File: config.mk
export PLATFORM = sky130hd
export DESIGN_NAME = core_top
export DESIGN_NICKNAME = d
export VERILOG_FILES = /design/src/hw/core_pkg.sv /design/src/hw/alu.sv /design/src/hw/core_top.sv /design/src/hw/decode_stage.sv /design/src/hw/execute_stage.sv /design/src/hw/register_file.sv
export SDC_FILE = /design/constraint.sdc
export NUM_CORES = 2
export LEC_CHECK = 0
export BUFFER_PORTS_ARGS = -buffer_cell sky130_fd_sc_hd__buf_2
export CAP_MARGIN = 30
export CORE_MARGIN = 3
export CORE_UTILIZATION = 30
export CTS_CLUSTER_DIAMETER = 100
export CTS_CLUSTER_SIZE = 30
export DETAILED_ROUTE_END_ITERATION = 8
export PLACE_DENSITY = 0.47
export SLEW_MARGIN = 20
export SYNTH_ARGS = -nofsm -noshare
export SYNTH_HDL_FRONTEND = slang
export SYNTH_SLANG_ARGS = --single-unit
File: constraint.sdc
create_clock -name clk -period 10.26 [get_ports clk]
set_input_delay 2.052 -clock clk [delete_from_list [all_inputs] [get_ports clk]]
set_output_delay 2.052 -clock clk [all_outputs]
set_load 0.02 [all_outputs]
File: src/hw/core_pkg.sv
package core_pkg;

  ////////////////////////////////////////////////////////////
  // basic word types
  ////////////////////////////////////////////////////////////

  typedef logic [31:0] data_t;
  typedef logic [31:0] instr_t;
  typedef logic [4:0]  reg_idx_t;
  typedef logic [15:0] imm_t;
  typedef logic [4:0]  shamt_t;

  localparam int NUM_REGS = 32;

  ////////////////////////////////////////////////////////////
  // instruction format
  ////////////////////////////////////////////////////////////

  localparam int OPCODE_MSB = 31;
  localparam int OPCODE_LSB = 26;
  localparam int RS_MSB     = 25;
  localparam int RS_LSB     = 21;
  localparam int RT_MSB     = 20;
  localparam int RT_LSB     = 16;
  localparam int RD_MSB     = 15;
  localparam int RD_LSB     = 11;
  localparam int SHAMT_MSB  = 10;
  localparam int SHAMT_LSB  = 6;
  // imm overlaps rd and shamt
  localparam int IMM_MSB    = 15;
  localparam int IMM_LSB    = 0;

  // undefined encodings decode like OP_NOP
  typedef enum logic [5:0] {
    OP_NOP  = 6'd0,
    OP_ADD  = 6'd1,
    OP_SUB  = 6'd2,
    OP_AND  = 6'd3,
    OP_OR   = 6'd4,
    OP_XOR  = 6'd5,
    OP_SLT  = 6'd6,
    OP_SLL  = 6'd7,
    OP_SRL  = 6'd8,
    OP_ADDI = 6'd9,
    OP_ANDI = 6'd10,
    OP_ORI  = 6'd11
  } opcode_e;

  typedef enum logic [2:0] {
    ALU_ADD,
    ALU_SUB,
    ALU_AND,
    ALU_OR,
    ALU_XOR,
    ALU_SLT,
    ALU_SLL,
    ALU_SRL
  } alu_op_e;

  ////////////////////////////////////////////////////////////
  // stage payloads
  ////////////////////////////////////////////////////////////

  // decoded instruction held in id_ex
  typedef struct packed {
    logic     reg_write;
    alu_op_e  alu_op;
    reg_idx_t rs;
    reg_idx_t rt;
    reg_idx_t dst;
    logic     use_imm;
    imm_t     imm;
    shamt_t   shamt;
    data_t    opnd_a;
    data_t    opnd_b;
  } dec_uop_t;

  // one register write, also the ex_mem / mem_wb format
  typedef struct packed {
    logic     write;
    reg_idx_t dst;
    data_t    data;
  } wb_t;

endpackage

File: src/hw/alu.sv
module alu (
  input  core_pkg::alu_op_e alu_op,
  input  core_pkg::data_t   a,
  input  core_pkg::data_t   b,
  input  core_pkg::shamt_t  shamt,
  output core_pkg::data_t   result
);

  import core_pkg::*;

  always_comb begin
    case (alu_op)
      ALU_ADD: begin
        result = a + b;
      end
      ALU_SUB: begin
        result = a - b;
      end
      ALU_AND: begin
        result = a & b;
      end
      ALU_OR: begin
        result = a | b;
      end
      ALU_XOR: begin
        result = a ^ b;
      end
      // unsigned compare
      ALU_SLT: begin
        result = (a < b) ? 32'd1 : 32'd0;
      end
      // shifts work on b only
      ALU_SLL: begin
        result = b << shamt;
      end
      ALU_SRL: begin
        result = b >> shamt;
      end
      default: begin
        result = '0;
      end
    endcase
  end

endmodule

File: src/hw/core_top.sv
module core_top (
  input  logic             clk,
  input  logic             arst_n,
  input  logic             instr_valid,
  input  core_pkg::instr_t instr,
  output core_pkg::wb_t    wb
);

  import core_pkg::*;

  // regfile read ports, driven from if_id fields
  reg_idx_t rd_addr_a;
  reg_idx_t rd_addr_b;
  data_t    rd_data_a;
  data_t    rd_data_b;

  // id_ex contents
  dec_uop_t uop;

  decode_stage i_decode_stage (
    .clk         (clk),
    .arst_n      (arst_n),
    .instr_valid (instr_valid),
    .instr       (instr),
    .rd_addr_a   (rd_addr_a),
    .rd_addr_b   (rd_addr_b),
    .rd_data_a   (rd_data_a),
    .rd_data_b   (rd_data_b),
    .uop         (uop)
  );

  register_file i_register_file (
    .clk       (clk),
    .arst_n    (arst_n),
    .rd_addr_a (rd_addr_a),
    .rd_addr_b (rd_addr_b),
    .rd_data_a (rd_data_a),
    .rd_data_b (rd_data_b),
    .wb        (wb)
  );

  // mem_wb feeds both the regfile and the port
  execute_stage i_execute_stage (
    .clk    (clk),
    .arst_n (arst_n),
    .uop    (uop),
    .wb     (wb)
  );

endmodule

File: src/hw/decode_stage.sv
module decode_stage (
  input  logic               clk,
  input  logic               arst_n,
  input  logic               instr_valid,
  input  core_pkg::instr_t   instr,
  output core_pkg::reg_idx_t rd_addr_a,
  output core_pkg::reg_idx_t rd_addr_b,
  input  core_pkg::data_t    rd_data_a,
  input  core_pkg::data_t    rd_data_b,
  output core_pkg::dec_uop_t uop
);

  import core_pkg::*;

  ////////////////////////////////////////////////////////////
  // if_id
  ////////////////////////////////////////////////////////////

  logic   if_id_valid;
  instr_t if_id_instr;

  always_ff @(posedge clk or negedge arst_n) begin
    if (!arst_n) begin
      if_id_valid <= 1'b0;
    end else begin
      if_id_valid <= instr_valid;
    end
  end

  always_ff @(posedge clk) begin
    if_id_instr <= instr;
  end

  ////////////////////////////////////////////////////////////
  // field slicing
  ////////////////////////////////////////////////////////////

  opcode_e  opcode;
  reg_idx_t rs;
  reg_idx_t rt;
  reg_idx_t rd;
  shamt_t   shamt;
  imm_t     imm;

  assign opcode = opcode_e'(if_id_instr[OPCODE_MSB:OPCODE_LSB]);
  assign rs     = if_id_instr[RS_MSB:RS_LSB];
  assign rt     = if_id_instr[RT_MSB:RT_LSB];
  assign rd     = if_id_instr[RD_MSB:RD_LSB];
  assign shamt  = if_id_instr[SHAMT_MSB:SHAMT_LSB];
  assign imm    = if_id_instr[IMM_MSB:IMM_LSB];

  assign rd_addr_a = rs;
  assign rd_addr_b = rt;

  ////////////////////////////////////////////////////////////
  // control table
  ////////////////////////////////////////////////////////////

  logic    ctl_write;
  alu_op_e ctl_alu_op;
  logic    ctl_use_imm;
  // high selects rd, low selects rt
  logic    ctl_reg_dst;

  always_comb begin
    ctl_write   = 1'b1;
    ctl_alu_op  = ALU_ADD;
    ctl_use_imm = 1'b0;
    ctl_reg_dst = 1'b1;
    case (opcode)
      OP_ADD: ctl_alu_op = ALU_ADD;
      OP_SUB: ctl_alu_op = ALU_SUB;
      OP_AND: ctl_alu_op = ALU_AND;
      OP_OR:  ctl_alu_op = ALU_OR;
      OP_XOR: ctl_alu_op = ALU_XOR;
      OP_SLT: ctl_alu_op = ALU_SLT;
      OP_SLL: ctl_alu_op = ALU_SLL;
      OP_SRL: ctl_alu_op = ALU_SRL;
      OP_ADDI: begin
        ctl_alu_op  = ALU_ADD;
        ctl_use_imm = 1'b1;
        ctl_reg_dst = 1'b0;
      end
      OP_ANDI: begin
        ctl_alu_op  = ALU_AND;
        ctl_use_imm = 1'b1;
        ctl_reg_dst = 1'b0;
      end
      OP_ORI: begin
        ctl_alu_op  = ALU_OR;
        ctl_use_imm = 1'b1;
        ctl_reg_dst = 1'b0;
      end
      // OP_NOP and undefined encodings
      default: ctl_write = 1'b0;
    endcase
  end

  ////////////////////////////////////////////////////////////
  // id_ex
  ////////////////////////////////////////////////////////////

  dec_uop_t uop_d;

  always_comb begin
    uop_d.reg_write = if_id_valid & ctl_write;
    uop_d.alu_op    = ctl_alu_op;
    uop_d.rs        = rs;
    uop_d.rt        = rt;
    uop_d.dst       = ctl_reg_dst ? rd : rt;
    uop_d.use_imm   = ctl_use_imm;
    uop_d.imm       = imm;
    uop_d.shamt     = shamt;
    uop_d.opnd_a    = rd_data_a;
    uop_d.opnd_b    = rd_data_b;
  end

  always_ff @(posedge clk or negedge arst_n) begin
    if (!arst_n) begin
      uop <= '0;
    end else begin
      uop <= uop_d;
    end
  end

endmodule

File: src/hw/execute_stage.sv
module execute_stage (
  input  logic               clk,
  input  logic               arst_n,
  input  core_pkg::dec_uop_t uop,
  output core_pkg::wb_t      wb
);

  import core_pkg::*;

  wb_t ex_mem_q;
  wb_t mem_wb_q;

  ////////////////////////////////////////////////////////////
  // forwarding
  ////////////////////////////////////////////////////////////

  // ex_mem is the younger producer, so it wins over mem_wb
  function automatic data_t fwd_operand(reg_idx_t idx, data_t rf_val);
    data_t val;
    val = rf_val;
    if (ex_mem_q.write && ex_mem_q.dst == idx) begin
      val = ex_mem_q.data;
    end else if (mem_wb_q.write && mem_wb_q.dst == idx) begin
      val = mem_wb_q.data;
    end
    return val;
  endfunction

  data_t fwd_a;
  data_t fwd_b;

  always_comb begin
    fwd_a = fwd_operand(uop.rs, uop.opnd_a);
  end

  always_comb begin
    fwd_b = fwd_operand(uop.rt, uop.opnd_b);
  end

  ////////////////////////////////////////////////////////////
  // operand select and alu
  ////////////////////////////////////////////////////////////

  data_t alu_b;
  data_t alu_result;

  // immediates are zero extended
  assign alu_b = uop.use_imm ? {16'h0000, uop.imm} : fwd_b;

  alu i_alu (
    .alu_op (uop.alu_op),
    .a      (fwd_a),
    .b      (alu_b),
    .shamt  (uop.shamt),
    .result (alu_result)
  );

  ////////////////////////////////////////////////////////////
  // ex_mem and mem_wb
  ////////////////////////////////////////////////////////////

  wb_t ex_mem_d;

  always_comb begin
    ex_mem_d.write = uop.reg_write;
    ex_mem_d.dst   = uop.dst;
    ex_mem_d.data  = alu_result;
  end

  always_ff @(posedge clk or negedge arst_n) begin
    if (!arst_n) begin
      ex_mem_q <= '0;
    end else begin
      ex_mem_q <= ex_mem_d;
    end
  end

  // mem stage is a plain delay, no data memory
  always_ff @(posedge clk or negedge arst_n) begin
    if (!arst_n) begin
      mem_wb_q <= '0;
    end else begin
      mem_wb_q <= ex_mem_q;
    end
  end

  assign wb = mem_wb_q;

endmodule

File: src/hw/register_file.sv
module register_file (
  input  logic               clk,
  input  logic               arst_n,
  input  core_pkg::reg_idx_t rd_addr_a,
  input  core_pkg::reg_idx_t rd_addr_b,
  output core_pkg::data_t    rd_data_a,
  output core_pkg::data_t    rd_data_b,
  input  core_pkg::wb_t      wb
);

  import core_pkg::*;

  data_t regs [NUM_REGS];

  always_ff @(posedge clk or negedge arst_n) begin
    if (!arst_n) begin
      for (int i = 0; i < NUM_REGS; i++) begin
        regs[i] <= '0;
      end
    end else if (wb.write) begin
      regs[wb.dst] <= wb.data;
    end
  end

  // write-first bypass
  // covers a producer three slots ahead of the reader
  function automatic data_t read_port(reg_idx_t addr);
    data_t val;
    val = regs[addr];
    if (wb.write && wb.dst == addr) begin
      val = wb.data;
    end
    return val;
  endfunction

  always_comb begin
    rd_data_a = read_port(rd_addr_a);
  end

  always_comb begin
    rd_data_b = read_port(rd_addr_b);
  end

endmodule

==> results.txt <==
run status -> completed
Setup CP Type -> flip-flop to flip-flop
Slew headroom -> 28.4%
crit path from -> i_execute_stage.wb[35]
hold_buf cts -> 0
Final setup violation count -> 0
crit path max fanout -> 32
first-pass GRT wire length -> 364 mm
Synth top area share -> 42.8%
Placement Cell Area -> 0.0744 sq mm
final instance area -> 0.0762 sq mm
largest net degree at the start of global routing -> 172
postcts setup bufs -> 0
vias per cell -> 5.72
Top Metal Used -> met4
Final Hold Fails -> 0
DR WL/cell -> 31.3 um
fin cells -> 8098
Yosys warnings -> 0
Final ANT Viol Nets -> 0
share of post-route cells with drive strength above 1 -> 42.3%
Port Buffers -> 72
VDD IR max -> 0.140 mV
synth unique cells -> 89
Post-DP HPWL -> 159 mm
# IOs -> 73
hold crit path type -> flip-flop to flip-flop
Yosys reg bits -> 1233
R2R cell count -> 19
count of pins over their slew limit -> 0
EDFF count, synth -> 0
syn_nets -> 5311
hold slack -> 0.332 ns
Die X -> 490 um
Yosys top cell by area -> dfrtp_1
DR pass1 iterations -> 6
Netlist Area Pre-Place -> 0.0703 sq mm
CP endpoint kind -> flip-flop
Num Clock Sinks -> 1233
height of the die -> 490 um
largest cells by area after synthesis -> dfrtp_1 (43%), mux4_2 (21%), mux2_2 (17%)
Starting Density -> 30.2%
Worst Setup EP -> i_execute_stage.ex_mem_q[30]
nets@finish -> 5067
fill count -> 22784
vias -> 46359
worst endpoint required time -> 10.88 ns
met2 wire length -> 121 mm
Startpoint Class -> flip-flop
vias in the first global route -> 46665
GRT overflow -> 0
Achievable Freq -> 168 MHz
clk_skew -> 0.0350 ns
die area -> 0.240 sq mm
Root Buffer Master -> clkbuf_16
CP arrival -> 6.59 ns
Gate Count Post-Synth -> 5178
RSZ-0062 raised after global routing -> no
placed insts -> 8007
Synth async-reset ratio -> 97.4%
most numerous cell in the Yosys netlist -> dfrtp_1
post-cts sizing count -> 0
met3 wire length -> 12.0 mm
CTS tree -> built
setup_tns -> 0 ns
R2R setup slack -> 4.29 ns
cell area power density -> 125 mW/mm^2
Top FF cell, synth -> dfrtp_1
GRT Overall Usage -> 20.6%
Met1 Wirelength -> 112 mm
top cells by count, synth -> dfrtp_1 (1201), mux2_2 (1035), mux4_2 (670)
reg-to-reg endpoint -> i_execute_stage.ex_mem_q[30]
Rows -> 177
Worst-Margin Slew -> 1.07 ns
total of max-cap violations -> 0
Leakage Power -> 0.0334 uW
Core ar. -> 0.233 sq mm
area added between synthesis and finish -> 8.42%
worst skew pair latency -> 0.76 ns
Clock Pin Slew Worst Setup and Hold Paths -> 0.12 ns
clock buffer depth -> 3
GPL Wtd Cong -> 0.961
sequential share of the synthesized area -> 43.7%
number of buffers created by CTS -> 53
final wirelength -> 254 mm
Post-Syn Area per Cell -> 13.6 sq um
1st-iter DRT viols -> 3938
# DRC -> 0
Reg2Reg Launch Point -> i_execute_stage.wb[35]
antenna violations before repair -> 10
final critical-path required period -> 5.97 ns
final clock period utilization by the worst path -> 58.2%
H-tree levels -> 2
[stage by stage]
step           total power, uW  utilization (%)  worst slack [ns]
2_1_floorplan             6140                -              5.22
3_3_place_gp              6770             31.8              4.59
3_5_place_dp              6780             31.9              4.49
4_1_cts                   9660             32.7              4.34
5_1_grt                   9930             32.7              3.98
6_report                  9550             32.7              4.29
[power breakdown]
group	internal (uW)	switching, uW	total [uW]	leakage, uW
registers	5010	210	5220	0.0169
clock network	1080	1780	2860	0.000841
logic	536	931	1470	0.0157
total	6630	2920	9550	0.0334
[cell type report]
class | instances | area [sq um] | area share (%)
inverters | 111 | 417 | 0.547
well taps | 3132 | 3920 | 5.14
flip-flops and latches | 1233 | 30700 | 40.4
multi-input cells | 3309 | 37400 | 49.1
clock buffers | 60 | 1380 | 1.82
clock inverters | 23 | 329 | 0.432
diodes | 4 | 10.0 | 0.0131
repair buffers | 226 | 2000 | 2.62
[state kept, by name, summed over array words and instances, names as in the netlist]
name / flops
i_register_file.regs: 1024
i_decode_stage.if_id_valid: 1
i_decode_stage.if_id_instr: 32
i_execute_stage.ex_mem_q: 38
i_decode_stage.uop: 100
i_execute_stage.wb: 38
[worst min path at each step]
stage	from	to	slack, ns	cells after the start
CTS	i_decode_stage.if_id_instr[6]	i_decode_stage.uop[75]	0.33	0
detailed placement	i_decode_stage.if_id_instr[7]	i_decode_stage.uop[76]	0.32	0
finish	i_decode_stage.if_id_instr[9]	i_decode_stage.uop[78]	0.33	0
floorplan	i_decode_stage.if_id_instr[0]	i_decode_stage.uop[69]	0.32	0
global route	i_decode_stage.if_id_instr[9]	i_decode_stage.uop[78]	0.34	0
global placement	i_decode_stage.if_id_instr[10]	i_decode_stage.uop[79]	0.32	0
[cells in the final DEF, fill, tap and decap left out, types with 11 or more instances in the layout]
master     synthesis  layout
xor2_1            19      19
a21oi_1          123     123
a31oi_1           21      21
o22ai_1           36      36
and3_1            17      13
mux4_2           670     670
a21o_1            30      30
o21bai_1          22      22
nor3_1            58      56
mux2_2          1035    1035
or3_1             13      13
o21ai_0          228     228
buf_4              3     125
o211ai_1          25      25
and2_1            17      17
buf_2             10      71
o221ai_1          21      21
nand2_4            0      16
a22oi_1           13      13
nor2_1           139     122
a311oi_1          18      18
nand3_1           63      63
o31ai_1           11      11
mux2i_1          146     146
nor2_4             0      16
dfxtp_1           32      22
inv_1            105     105
xnor2_1           24      24
ha_1              96      96
clkbuf_16          0      54
a211oi_1          25      25
buf_12             0      16
nand2_1          264     248
dfrtp_1         1201    1191
buf_16             0      14
[logic make-up after synthesis]
logic type	Yosys count	share of synthesized area (%)
multiplexers	1851	40.1
AND/OR/NAND/NOR	629	4.02
adder cells (fa/ha/maj)	98	1.77
AO/OA/AOI/OAI	688	6.36
flip-flops	1233	43.7
buffers and inverters	636	3.49
XOR/XNOR	43	0.536
[layer usage]
layer | GRT usage (%) | vias up
met4 | 6.06 | 0
met5 | 0 | -
met3 | 2.39 | 340
met2 | 33.7 | 1484
met1 | 28.8 | 25325
li1 | - | 19210
[worst max-delay path: stages, from the launching register on]
cell and delay (ns):
dfrtp_1 0.58, xor2_1 0.24, nor4_1 0.31, and3_2 0.22, buf_4 0.52, mux2i_1 0.18
o21ai_0 0.49, inv_1 0.17, fa_1 0.47, nor2b_1 0.12, o21ai_0 0.15, a211oi_1 0.27
nor2_1 0.11, o21ai_1 0.50, a31o_2 0.32, a221oi_1 0.11, o21ai_1 0.41, a21o_1 0.19
a311oi_1 0.08, o311ai_1 0.36
Note: power is estimated with default switching activity, not from simulation.
